**config.mk**
```make
export PLATFORM = sky130hd
export DESIGN_NAME = pkt_rx_top
export DESIGN_NICKNAME = d
export VERILOG_FILES = /design/src/pkt_csr_pkg.sv /design/src/pkt_stream_pkg.sv /design/src/axi_fifo.sv /design/src/axi_packet_gate.sv /design/src/pkt_rx_top.sv /design/src/rx_csr_apb.sv /design/src/rx_frame_check.sv
export VERILOG_INCLUDE_DIRS = /design/src /design/src/src
export SDC_FILE = /design/constraint.sdc
export NUM_CORES = 2
export LEC_CHECK = 0
export BUFFER_PORTS_ARGS = -buffer_cell sky130_fd_sc_hd__buf_2
export CAP_MARGIN = 20
export CORE_MARGIN = 3
export CORE_UTILIZATION = 59
export DETAILED_ROUTE_END_ITERATION = 8
export PLACE_DENSITY = 0.75
export REMOVE_ABC_BUFFERS = 1
export SETUP_SLACK_MARGIN = 0.15
export SLEW_MARGIN = 25
export SYNTH_ARGS = -nofsm -noshare
export SYNTH_HDL_FRONTEND = slang
export SYNTH_HIERARCHICAL = 1
export SYNTH_SLANG_ARGS = --single-unit
export TNS_END_PERCENT = 50
```
**constraint.sdc**
```tcl
create_clock -name clk -period 5.2 [get_ports clk]
set_input_delay 0.26 -clock clk [delete_from_list [all_inputs] [get_ports clk]]
set_output_delay 0.26 -clock clk [all_outputs]
set_load 0.01 [all_outputs]
```
**src/pkt_rx_macros.svh**
```systemverilog
// Packet receive path widths
`ifndef PKT_RX_MACROS_SVH
`define PKT_RX_MACROS_SVH

// Width of one stream data beat.
`define PKT_DATA_W 32

// FIFO address width, 64 entries.
`define PKT_FIFO_AW 6

// Held-packet count width. The gate stops at the all-ones value.
`define PKT_CNT_W 8

// APB byte address width for the register block.
`define CSR_ADDR_W 4

`endif

```
**src/pkt_csr_pkg.sv**
```systemverilog
// Receive path register map
`include "pkt_rx_macros.svh"

package pkt_csr_pkg;

   // APB data word.
   typedef logic [31:0] csr_data_t;

   // Register offsets, one word apart.
   typedef enum logic [`CSR_ADDR_W-1:0] {
      REG_CTRL   = 4'h0,
      REG_STATUS = 4'h4,
      REG_GOOD   = 4'h8,
      REG_DROP   = 4'hC
   } csr_reg_e;

   // ~~~~~~~~~~~~~~~~~~~~~~~~~~~~~~~~~~~~~~~~~~~~~~~~~~~~~~~~~~~~~~~~~~~
   // Control register fields
   // ~~~~~~~~~~~~~~~~~~~~~~~~~~~~~~~~~~~~~~~~~~~~~~~~~~~~~~~~~~~~~~~~~~~

   // Enable, resets to 1.
   localparam int CTRL_EN_BIT  = 0;
   // Soft clear, write 1 to fire, reads back 0.
   localparam int CTRL_CLR_BIT = 1;

endpackage

```
**src/pkt_stream_pkg.sv**
```systemverilog
// Stream datapath types
`include "pkt_rx_macros.svh"

package pkt_stream_pkg;

   // ~~~~~~~~~~~~~~~~~~~~~~~~~~~~~~~~~~~~~~~~~~~~~~~~~~~~~~~~~~~~~~~~~~~
   // Beat and bookkeeping types
   // ~~~~~~~~~~~~~~~~~~~~~~~~~~~~~~~~~~~~~~~~~~~~~~~~~~~~~~~~~~~~~~~~~~~

   // One data beat on the stream.
   typedef logic [`PKT_DATA_W-1:0] pkt_data_t;

   // Number of complete packets held in the gate.
   typedef logic [`PKT_CNT_W-1:0] pkt_cnt_t;

   // Read and write pointers of the packet FIFO.
   typedef logic [`PKT_FIFO_AW-1:0] fifo_addr_t;

endpackage

```
**src/axi_fifo.sv**
```systemverilog
// Synchronous stream FIFO
`timescale 1ns/1ns
`include "pkt_rx_macros.svh"

module axi_fifo #(
   parameter int WIDTH = `PKT_DATA_W + 1,
   parameter int SIZE  = `PKT_FIFO_AW
) (
   input  logic             clk,
   input  logic             i_rst,
   input  logic             i_clear,
   input  logic [WIDTH-1:0] i_tdata,
   input  logic             i_tvalid,
   output logic             o_tready,
   output logic [WIDTH-1:0] o_tdata,
   output logic             o_tvalid,
   input  logic             i_tready
);
   import pkt_stream_pkg::*;

   localparam int            DEPTH    = 1 << SIZE;
   localparam fifo_addr_t    LAST_IDX = fifo_addr_t'(DEPTH - 1);
   localparam logic [SIZE:0] FULL_CNT = (SIZE + 1)'(DEPTH);

   logic [WIDTH-1:0] mem [DEPTH];
   fifo_addr_t       wr_ptr;
   fifo_addr_t       rd_ptr;
   logic [SIZE:0]    count;
   logic             full;
   logic             wr_en;
   logic             rd_en;

   // Pointers wrap at the configured depth.
   function automatic fifo_addr_t next_ptr(input fifo_addr_t ptr);
      return (ptr == LAST_IDX) ? '0 : ptr + 1'b1;
   endfunction

   assign full     = (count == FULL_CNT);
   assign o_tready = ~full;
   assign o_tvalid = (count != '0);
   assign o_tdata  = mem[rd_ptr];
   assign wr_en    = i_tvalid & o_tready;
   assign rd_en    = o_tvalid & i_tready;

   always_ff @(posedge clk)
   begin
      if (i_rst || i_clear)
      begin
         wr_ptr <= '0;
         rd_ptr <= '0;
         count  <= '0;
      end
      else
      begin
         if (wr_en)
            wr_ptr <= next_ptr(wr_ptr);
         if (rd_en)
            rd_ptr <= next_ptr(rd_ptr);
         case ({wr_en, rd_en})
            2'b10:   count <= count + 1'b1;
            2'b01:   count <= count - 1'b1;
            default: count <= count;
         endcase
      end
   end

   // Storage only.
   always_ff @(posedge clk)
   begin
      if (wr_en)
         mem[wr_ptr] <= i_tdata;
   end

   // A write into a full FIFO would push the occupancy past the depth.
   a_no_write_full: assert property (@(posedge clk) disable iff (i_rst || i_clear)
      (count <= FULL_CNT) && (fifo_addr_t'(wr_ptr - rd_ptr) == fifo_addr_t'(count)))
      else $error("axi_fifo: occupancy out of step with the pointers");

endmodule

```
**src/axi_packet_gate.sv**
```systemverilog
// Packet hold and drop gate
`timescale 1ns/1ns
`include "pkt_rx_macros.svh"

module axi_packet_gate (
   input  logic                      clk,
   input  logic                      i_rst,
   input  logic                      i_clear,
   input  pkt_stream_pkg::pkt_data_t i_tdata,
   input  logic                      i_tlast,
   input  logic                      i_terror,
   input  logic                      i_tvalid,
   output logic                      o_tready,
   output pkt_stream_pkg::pkt_data_t o_tdata,
   output logic                      o_tlast,
   output logic                      o_tvalid,
   input  logic                      i_tready,
   output pkt_stream_pkg::pkt_cnt_t  o_held_pkts,
   output logic                      o_pkt_commit,
   output logic                      o_pkt_drop
);
   import pkt_stream_pkg::*;

   localparam pkt_cnt_t CNT_MAX = '1;

   pkt_cnt_t num_pkts;
   logic     dump;
   logic     in_open;
   logic     out_open;
   logic     fifo_in_valid;
   logic     fifo_in_ready;
   logic     fifo_out_valid;
   logic     fifo_out_ready;
   logic     fifo_clear;
   logic     last_in;
   logic     last_out;

   // ~~~~~~~~~~~~~~~~~~~~~~~~~~~~~~~~~~~~~~~~~~~~~~~~~~~~~~~~~~~~~~~~~~~
   // Gating of both sides
   // ~~~~~~~~~~~~~~~~~~~~~~~~~~~~~~~~~~~~~~~~~~~~~~~~~~~~~~~~~~~~~~~~~~~

   // Input closes while dumping or when the packet count is saturated.
   assign in_open       = ~dump & (num_pkts != CNT_MAX);
   assign fifo_in_valid = in_open & i_tvalid;
   assign o_tready      = in_open & fifo_in_ready;

   // Output opens only once a whole packet sits in the FIFO.
   assign out_open       = (num_pkts != '0);
   assign o_tvalid       = out_open & fifo_out_valid;
   assign fifo_out_ready = out_open & i_tready;

   assign last_in  = fifo_in_valid & fifo_in_ready & i_tlast;
   assign last_out = fifo_out_valid & fifo_out_ready & o_tlast;

   assign o_held_pkts  = num_pkts;
   assign o_pkt_commit = last_out;
   assign o_pkt_drop   = last_in & i_terror;

   // Counted packets are gone, so the partial rest is thrown away.
   assign fifo_clear = i_clear | (dump & (num_pkts == '0));

   // ~~~~~~~~~~~~~~~~~~~~~~~~~~~~~~~~~~~~~~~~~~~~~~~~~~~~~~~~~~~~~~~~~~~
   // Packet count and dump state
   // ~~~~~~~~~~~~~~~~~~~~~~~~~~~~~~~~~~~~~~~~~~~~~~~~~~~~~~~~~~~~~~~~~~~

   always_ff @(posedge clk)
   begin
      if (i_rst || i_clear)
      begin
         num_pkts <= '0;
         dump     <= 1'b0;
      end
      else if (dump)
      begin
         // Drain what was complete before the bad frame.
         if (num_pkts == '0)
            dump <= 1'b0;
         else if (last_out)
            num_pkts <= num_pkts - 1'b1;
      end
      else if (last_in && i_terror)
      begin
         dump <= 1'b1;
         if (last_out)
            num_pkts <= num_pkts - 1'b1;
      end
      else if (last_in && !last_out)
         num_pkts <= num_pkts + 1'b1;
      else if (!last_in && last_out)
         num_pkts <= num_pkts - 1'b1;
   end

   axi_fifo #(
      .WIDTH (`PKT_DATA_W + 1),
      .SIZE  (`PKT_FIFO_AW)
   ) i_fifo (
      .clk      (clk),
      .i_rst    (i_rst),
      .i_clear  (fifo_clear),
      .i_tdata  ({i_tlast, i_tdata}),
      .i_tvalid (fifo_in_valid),
      .o_tready (fifo_in_ready),
      .o_tdata  ({o_tlast, o_tdata}),
      .o_tvalid (fifo_out_valid),
      .i_tready (fifo_out_ready)
   );

   // The count never wraps in either direction.
   a_cnt_range: assert property (@(posedge clk) disable iff (i_rst || i_clear)
      (num_pkts == CNT_MAX |=> num_pkts != '0) and
      (num_pkts == '0 |=> num_pkts != CNT_MAX))
      else $error("axi_packet_gate: packet count wrapped");

endmodule

```
**src/pkt_rx_top.sv**
```systemverilog
// Packet receive path top
`timescale 1ns/1ns
`include "pkt_rx_macros.svh"

module pkt_rx_top (
   input  logic                      clk,
   input  logic                      i_rst,
   // Stream from the network interface.
   input  pkt_stream_pkg::pkt_data_t i_tdata,
   input  logic                      i_tlast,
   input  logic                      i_terror,
   input  logic                      i_tvalid,
   output logic                      o_tready,
   // Stream of whole, good frames.
   output pkt_stream_pkg::pkt_data_t o_tdata,
   output logic                      o_tlast,
   output logic                      o_tvalid,
   input  logic                      i_out_tready,
   // APB register port.
   input  logic                      i_psel,
   input  logic                      i_penable,
   input  logic                      i_pwrite,
   input  logic [`CSR_ADDR_W-1:0]    i_paddr,
   input  pkt_csr_pkg::csr_data_t    i_pwdata,
   output pkt_csr_pkg::csr_data_t    o_prdata,
   output logic                      o_pslverr
);
   import pkt_stream_pkg::*;

   pkt_data_t chk_tdata;
   logic      chk_tlast;
   logic      chk_bad;
   logic      chk_tvalid;
   logic      gate_tready;
   pkt_cnt_t  held_pkts;
   logic      pkt_commit;
   logic      pkt_drop;
   logic      enable;
   logic      clear;

   rx_frame_check i_check (
      .clk      (clk),
      .i_rst    (i_rst),
      .i_clear  (clear),
      .i_enable (enable),
      .i_tdata  (i_tdata),
      .i_tlast  (i_tlast),
      .i_terror (i_terror),
      .i_tvalid (i_tvalid),
      .o_tready (o_tready),
      .o_tdata  (chk_tdata),
      .o_tlast  (chk_tlast),
      .o_bad    (chk_bad),
      .o_tvalid (chk_tvalid),
      .i_tready (gate_tready)
   );

   axi_packet_gate i_gate (
      .clk          (clk),
      .i_rst        (i_rst),
      .i_clear      (clear),
      .i_tdata      (chk_tdata),
      .i_tlast      (chk_tlast),
      .i_terror     (chk_bad),
      .i_tvalid     (chk_tvalid),
      .o_tready     (gate_tready),
      .o_tdata      (o_tdata),
      .o_tlast      (o_tlast),
      .o_tvalid     (o_tvalid),
      .i_tready     (i_out_tready),
      .o_held_pkts  (held_pkts),
      .o_pkt_commit (pkt_commit),
      .o_pkt_drop   (pkt_drop)
   );

   rx_csr_apb i_csr (
      .clk          (clk),
      .i_rst        (i_rst),
      .i_psel       (i_psel),
      .i_penable    (i_penable),
      .i_pwrite     (i_pwrite),
      .i_paddr      (i_paddr),
      .i_pwdata     (i_pwdata),
      .o_prdata     (o_prdata),
      .o_pslverr    (o_pslverr),
      .i_held_pkts  (held_pkts),
      .i_pkt_commit (pkt_commit),
      .i_pkt_drop   (pkt_drop),
      .o_enable     (enable),
      .o_clear      (clear)
   );

endmodule

```
**src/rx_csr_apb.sv**
```systemverilog
// APB control and status registers
`timescale 1ns/1ns
`include "pkt_rx_macros.svh"

module rx_csr_apb (
   input  logic                     clk,
   input  logic                     i_rst,
   input  logic                     i_psel,
   input  logic                     i_penable,
   input  logic                     i_pwrite,
   input  logic [`CSR_ADDR_W-1:0]   i_paddr,
   input  pkt_csr_pkg::csr_data_t   i_pwdata,
   output pkt_csr_pkg::csr_data_t   o_prdata,
   output logic                     o_pslverr,
   input  pkt_stream_pkg::pkt_cnt_t i_held_pkts,
   input  logic                     i_pkt_commit,
   input  logic                     i_pkt_drop,
   output logic                     o_enable,
   output logic                     o_clear
);
   import pkt_csr_pkg::*;

   logic      access;
   logic      wr_ctrl;
   logic      addr_ok;
   logic      enable_q;
   logic      clear_q;
   csr_data_t good_cnt;
   csr_data_t drop_cnt;
   csr_data_t rd_data;

   // ~~~~~~~~~~~~~~~~~~~~~~~~~~~~~~~~~~~~~~~~~~~~~~~~~~~~~~~~~~~~~~~~~~~
   // Access decode
   // ~~~~~~~~~~~~~~~~~~~~~~~~~~~~~~~~~~~~~~~~~~~~~~~~~~~~~~~~~~~~~~~~~~~

   // Zero wait states, so every access phase completes.
   assign access  = i_psel & i_penable;
   assign wr_ctrl = access & i_pwrite & (i_paddr == REG_CTRL);

   always_comb
   begin
      addr_ok = 1'b1;
      rd_data = '0;
      case (i_paddr)
         REG_CTRL:   rd_data[CTRL_EN_BIT] = enable_q;
         REG_STATUS: rd_data = csr_data_t'(i_held_pkts);
         REG_GOOD:   rd_data = good_cnt;
         REG_DROP:   rd_data = drop_cnt;
         default:    addr_ok = 1'b0;
      endcase
   end

   // Unmapped offsets answer with an error and zero data.
   assign o_prdata  = (access && !i_pwrite) ? rd_data : '0;
   assign o_pslverr = access & ~addr_ok;

   // ~~~~~~~~~~~~~~~~~~~~~~~~~~~~~~~~~~~~~~~~~~~~~~~~~~~~~~~~~~~~~~~~~~~
   // Control register
   // ~~~~~~~~~~~~~~~~~~~~~~~~~~~~~~~~~~~~~~~~~~~~~~~~~~~~~~~~~~~~~~~~~~~

   always_ff @(posedge clk)
   begin
      if (i_rst)
      begin
         enable_q <= 1'b1;
         clear_q  <= 1'b0;
      end
      else
      begin
         if (wr_ctrl)
            enable_q <= i_pwdata[CTRL_EN_BIT];
         // Self-clearing, one cycle wide.
         clear_q <= wr_ctrl & i_pwdata[CTRL_CLR_BIT];
      end
   end

   assign o_enable = enable_q;
   assign o_clear  = clear_q;

   // ~~~~~~~~~~~~~~~~~~~~~~~~~~~~~~~~~~~~~~~~~~~~~~~~~~~~~~~~~~~~~~~~~~~
   // Event counters
   // ~~~~~~~~~~~~~~~~~~~~~~~~~~~~~~~~~~~~~~~~~~~~~~~~~~~~~~~~~~~~~~~~~~~

   always_ff @(posedge clk)
   begin
      if (i_rst || clear_q)
      begin
         good_cnt <= '0;
         drop_cnt <= '0;
      end
      else
      begin
         if (i_pkt_commit)
            good_cnt <= good_cnt + 1'b1;
         if (i_pkt_drop)
            drop_cnt <= drop_cnt + 1'b1;
      end
   end

   // Access phase always follows a setup phase with psel held.
   a_penable_psel: assert property (@(posedge clk) disable iff (i_rst)
      i_penable |-> i_psel && $past(i_psel))
      else $error("rx_csr_apb: penable without psel");

endmodule

```
**src/rx_frame_check.sv**
```systemverilog
// Frame checksum stage
`timescale 1ns/1ns

module rx_frame_check (
   input  logic                      clk,
   input  logic                      i_rst,
   input  logic                      i_clear,
   input  logic                      i_enable,
   input  pkt_stream_pkg::pkt_data_t i_tdata,
   input  logic                      i_tlast,
   input  logic                      i_terror,
   input  logic                      i_tvalid,
   output logic                      o_tready,
   output pkt_stream_pkg::pkt_data_t o_tdata,
   output logic                      o_tlast,
   output logic                      o_bad,
   output logic                      o_tvalid,
   input  logic                      i_tready
);
   import pkt_stream_pkg::*;

   // XOR of the accepted beats before the last one.
   pkt_data_t csum;
   logic      beat_in;

   // ~~~~~~~~~~~~~~~~~~~~~~~~~~~~~~~~~~~~~~~~~~~~~~~~~~~~~~~~~~~~~~~~~~~
   // Handshake pass-through with enable
   // ~~~~~~~~~~~~~~~~~~~~~~~~~~~~~~~~~~~~~~~~~~~~~~~~~~~~~~~~~~~~~~~~~~~

   // Disabled: nothing enters, nothing is offered downstream.
   assign o_tvalid = i_tvalid & i_enable;
   assign o_tready = i_tready & i_enable;
   assign o_tdata  = i_tdata;
   assign o_tlast  = i_tlast;

   assign beat_in = i_tvalid & o_tready;

   // ~~~~~~~~~~~~~~~~~~~~~~~~~~~~~~~~~~~~~~~~~~~~~~~~~~~~~~~~~~~~~~~~~~~
   // Running checksum
   // ~~~~~~~~~~~~~~~~~~~~~~~~~~~~~~~~~~~~~~~~~~~~~~~~~~~~~~~~~~~~~~~~~~~

   // The last beat carries the expected sum; only checked there.
   assign o_bad = i_terror | (i_tdata != csum);

   always_ff @(posedge clk)
   begin
      if (i_rst || i_clear)
         csum <= '0;
      else if (beat_in)
      begin
         if (i_tlast)
            csum <= '0;
         else
            csum <= csum ^ i_tdata;
      end
   end

   // Source holds a stalled beat until it transfers.
   a_stall_stable: assert property (@(posedge clk) disable iff (i_rst)
      i_tvalid && !o_tready |=> i_tvalid && $stable(i_tdata) && $stable(i_tlast))
      else $error("rx_frame_check: input beat changed while stalled");

endmodule

```
Word level (Yosys, flattened, before mapping):

Memories as Yosys holds them, arrays and structs flattened. A register that Yosys moved wholly into a read port is not among the register bits.
Index checks and enable logic that the tools add are counted.

* input port bits: 77
* output and inout port bits: 68
* bits in registers: 126
* bits in writable memories: 2112
* memories: 1

* eq/ne operators: 11
* bitwise logic cells: 25
* reduce and logical (&&, ||, !) cells: 17
* muxes and demuxes: 21
* add/sub/neg operators: 8

Memory list
* i_gate.i_fifo.mem: depth 64, bits a word 33, rd ports 1, clocked after memory_dff 1, wr ports 1, RTL line axi_fifo.sv:25 `logic [WIDTH-1:0] mem [DEPTH];`

Operator list (number)
* case mux 31 bit (3 select lines): 1
* adder 32 x 1 -> 32 bit (second input constant): 2
* two-way mux 32 bit: 2
* two-way mux 8 bit: 6
* != test 32 bit: 1
* XOR 32 bit: 1
* two-way mux 6 bit: 4
* bitwise AND 1 bit: 19
* case mux 7 bit (2 select lines): 1
* adder 6 x 1 -> 6 bit (second input constant): 2
* == test 6 bit (second input constant): 2
* adder 8 x 1 -> 8 bit (second input constant): 1
* == test 4 bit (second input constant): 2
* zero test 8 bit: 1
* != test 8 bit (second input constant): 1
* nonzero test 8 bit: 1
* subtractor 8 x 1 -> 8 bit (second input constant): 1
* adder 7 x 1 -> 7 bit (second input constant): 1
* == test 7 bit (second input constant): 1
* nonzero test 7 bit: 1
* subtractor 7 x 1 -> 7 bit (second input constant): 1
* two-way mux 1 bit: 6
* == test 4 x 3 -> 1 bit (second input constant): 1
* logical AND 1 bit: 4
* other kinds (13): 19

Depth between registers and ports, before layout:

* word-level depth: 11
* depth in mapped cells: 18

Hierarchy:

The synthesis kept the hierarchy.

Modules (own cells, without submodules)
* axi_fifo: sequential area each 63921.3 µm², area an instance 81552.0 µm², instances 1, cells an instance 3624
* rx_csr_apb: sequential area each 1321.3 µm², area an instance 3608.5 µm², instances 1, cells an instance 448
* rx_frame_check: sequential area each 640.6 µm², area an instance 2031.9 µm², instances 1, cells an instance 256
* axi_packet_gate: sequential area each 180.2 µm², area an instance 808.3 µm², instances 1, cells an instance 102

Worst setup path before layout:

Ideal clock, no wire load.

* kind: reg2reg
* from: register i_gate.num_pkts[2] (netlist: i_gate/o_held_pkts[2])
* to: memory i_gate/i_fifo/mem[59][0] (netlist bit), enable pin
* data arrival time: 3.225 ns
* setup slack: 1.552 ns
* stages on the path, launching flop included: 10
* buffers on the path: 2
* cell sequence: dfxtp_1 > buf_2 > and4_2 > clkbuf_1 > a41oi_1 > and2_1 > o31ai_4 > nor2_1 > nand3_1 > nor2_1

* cells in the longest elaborated chain, start to end: 6

Ends and longest elaborated chain
* from (decl): RTL line axi_packet_gate.sv:26 `pkt_cnt_t num_pkts;`
* from (signal assigned): RTL line axi_packet_gate.sv:79 `num_pkts <= num_pkts - 1'b1;`
* from (signal assigned): RTL line axi_packet_gate.sv:85 `num_pkts <= num_pkts - 1'b1;`
* from (signal assigned): RTL line axi_packet_gate.sv:88 `num_pkts <= num_pkts + 1'b1;`
* != test 8 bit: RTL line axi_packet_gate.sv:43 `assign in_open = ~dump & (num_pkts != CNT_MAX);`
* bitwise AND 1 bit: RTL line axi_packet_gate.sv:43
* bitwise AND 1 bit: RTL line axi_packet_gate.sv:44 `assign fifo_in_valid = in_open & i_tvalid;`
* net i_gate.fifo_in_valid: RTL line axi_packet_gate.sv:30 `logic fifo_in_valid;`
* bitwise AND 1 bit: RTL line axi_fifo.sv:42 `assign wr_en = i_tvalid & o_tready;`
* two-way mux 1 bit: RTL line axi_fifo.sv:70 `if (wr_en)`
* two-way mux 1 bit (not written as such): RTL line axi_fifo.sv:71 `mem[wr_ptr] <= i_tdata;`
* to (decl): RTL line axi_fifo.sv:25

The timed path passes the listed nets, and every way through them passes these cells.

==> summary.md <==
| Metric | Value |
|---|---|
| Core area | 148000 um2 |
| Non-Filler Instances | 6756 |
| Detailed-route wire length per cell | 33.7 um |
| Clock Tree Root | clkbuf_16 |
| Overflow after GRT | 0 |
| Tot GR Track Use | 0.301 |
| Fin crit share | 0.889 |
| Post-layout nets | 4730 |
| DRC errors left | 0 |
| Post-CTS Resized | 0 |
| Simple-Gate Fraction of Synth Area | 0.0454 |
| Max Slew Vio Count | 0 |
| Post-Syn Instances | 4430 |
| Syn. warnings | 6 |
| #FFs+latches synth | 2244 |
| # fillers | 9139 |
| Vias | 47.0k |
| Average vias per placed instance | 6.95 |
| Slack of the critical path | 0.577 ns |
| Arr. time, crit path | 4.36 ns |
| Initial antenna violation count | 13 |
| Final min period | 4.62 ns |
| Status | finished, final reports clean |
| Unrepaired setup endpoints after global routing | no |
| Clk buf depth | 3 |
| Pwr per Cell Area | 394 nW/um2 |
| Mean Syn Cell Area | 19.9 um2 |
| Core Util, Final | 0.665 |
| P&R area growth vs syn | 11.9% |
| CTS H-tree depth | 4 |
| Number of cell rows | 141 |
| Setup violations, final | 0 |
| Most area-consuming cells after synthesis | edfxtp_1 72%, mux4_2 13%, dfxtp_1 3.0% |
| Iteration-0 DRC count of the detailed router | 6661 |
| Sequential cell area | 66100 um2 |
| Yosys cell types | 79 |
| Sum Neg Setup Slack | 0 ns |
| Post-synth ARST share | 0 |
| Worst min path class | in -> reg |
| M3 GR Usage | 0.0790 |
| Top Usage Layer GRT | met2 |
| Fraction of layout cells with a size suffix above 1 | 0.252 |
| Placed insts | 6345 |
| Synth Flop Type | edfxtp_1 |
| CP max FO | 68 |
| Area occupied by multi-input gates | 20700 um2 |
| Max Clk Rate | 0.216 GHz |
| Worst Setup Start Kind | register |
| RePlAce Congestion | 0.823 |
| Final Skew | 0.0251 ns |
| WHS | 0.110 ns |
| Met2 Usage GRT | 0.468 |
| Post-synth EDFFs | 2112 |
| Multiplexer share of the synthesized area | 0.139 |
| Synth Area in Compound Gates | 0.0365 |
| Final hold violations | 0 |
| PortBufs | 114 |
| Vias in the first global route | 46.1k |
| # IOs | 145 |
| Dpl cell area | 91500 um2 |
| Remaining antenna violation count after routing | 0 |
| Most common cell after layout, fill and taps aside | edfxtp_1 |
| Data required, critical path | 4.94 ns |
| Max Cap Violations | 0 |
| Xor and xnor area share after synthesis | 0.00667 |
| First-pass GRT wire length | 328000 um |
| Area leader, netlist | edfxtp_1 |
| Post-Synth Adder-Cell Area | 0.00156 |
| Chip Width | 392 um |
| Height of the chip | 392 um |
| Slew headroom | 0.357 |
| Leak pwr | 29.7 nW |
| Worst Max-Slew Pin Slew | 0.954 ns |
| TritonCTS Sinks | 2244 |
| Critical path endpoint category | primary output |
| Kind of critical path | reg -> out |
| Main combinational cell family by area after synthesis | multiplexers |
| Drt total wl | 228000 um |
| Sequential area share after synthesis | 0.751 |
| Die Area | 154000 um2 |
| Largest net degree at the start of global routing | 102 |
| PnR Total Power | 38.8 mW |
| Share of the synthesized area in the top cell type | 0.721 |
| CTS buffer count | 213 |
| Dpl ws | 0.981 ns |
| Clk pin slew, worst setup/hold paths | 0.06 ns |
| 1st-pass router iterations | 6 |
| M1 GR Usage | 0.419 |
| CTS tree | yes |
| Peak VDD IR | 368 uV |
| HPWL after detailed placement | 131000 um |
| Post-route cell area | 98500 um2 |
| Most frequent cells in the layout | 2112 x edfxtp_1, 516 x mux4_2, 220 x clkbuf_16 |
| Worst skew pair latency | 0.84 ns |
| Initial Util | 0.595 |
| Mapped Area | 88000 um2 |
routing by layer:
| metal | wire, um | vias to the layer above |
|---|---|---|
| met5 | 92 | - |
| met4 | 8820 | 14 |
| met3 | 29300 | 528 |
| met2 | 108000 | 3158 |
| met1 | 81300 | 24381 |
| li1 | - | 18869 |
kinds of logic after synthesis:
group,after synthesis
xor gates and xnor gates,67
buffers and inverters,311
AOI/OAI and AO/OA,467
muxes,579
DFF,2244
and+or+nand+nor,751
adders and majority gates,11
power by group:
group | internal, mW | leakage, nW | switching, mW
Clock | 8.60 | 3.31 | 6.55
Combinational | 1.46 | 6.30 | 2.04
Sequential | 20.0 | 20.1 | 0.178
Total | 30.0 | 29.7 | 8.77
critical path, stage by stage (launching register included):
cell and delay [ns]:
dfxtp_4 0.71, buf_12 0.49, mux4_2 0.59, mux2i_1 0.28
a221o_1 0.39, o21ai_0 0.43, and3_1 0.32, buf_2 0.15
state kept, by name (all words and copies together), names as in the netlist, named ones only:
name,flops
i_csr/o_clear,1
i_check/csum,32
i_gate/i_fifo/wr_ptr,6
i_gate/dump,1
i_gate/i_fifo/mem,2112
i_gate/i_fifo/count,7
i_csr/drop_cnt,32
i_csr/good_cnt,32
i_csr/o_enable,1
i_gate/o_held_pkts,8
i_gate/i_fifo/rd_ptr,6
worst paths after layout:
check                                      start                 end  slack [ns]  cells past startpoint
worst max-delay path                    register         o_tdata[28]        0.58                      7
worst max register to register          register  i_csr/good_cnt[26]        0.91                     11
worst min-delay path                  i_tdata[3]     i_check/csum[3]        0.11                      4
worst min register to register  i_check/csum[30]    i_check/csum[30]        0.48                      2
synth_stat cells, types with 8 or more instances:
master    number
buf_2         76
nor3_1        25
o31ai_1       25
o21ai_0       69
or4_1         29
nand2_1      156
or2_2         13
buf_1         16
buf_6         25
nand3_1       85
inv_1         13
and3_1        33
nand2b_1      13
ha_1          11
mux4_2       516
a211oi_1      29
nor2_1       154
xor2_1        24
a22oi_1       87
nand4_1       91
mux2i_1       56
o22ai_1       62
edfxtp_1    2112
nor2b_1       27
nand3b_1      36
and4_1        10
dfxtp_1      132
and2_1        14
a222oi_1       8
or3_1         26
o221ai_1      41
a221o_1        9
a211o_1        9
a21oi_1       86
clkbuf_1     111
nor4_1        11
buf_4         64
xnor2_1       43
final cells by class:
cell class / instances / share of cell area
inverter: 15 / 0.000622
sequential: 2244 / 0.671
clock buffer: 295 / 0.0594
clock inverter: 101 / 0.00964
antenna: 3 / 0.0000762
tap: 1930 / 0.0245
timing repair buffer: 293 / 0.0245
multi-input combinational: 1875 / 0.210
repair_timing:
action | 4_1_cts | 5_1_grt
endpoints found under the hold margin | 43 | 0
buffers inserted | 0 | 0
setup endpoints to repair | 0 | 0
hold buffers | 11 | 0
Power figures use the tool's default switching activity.
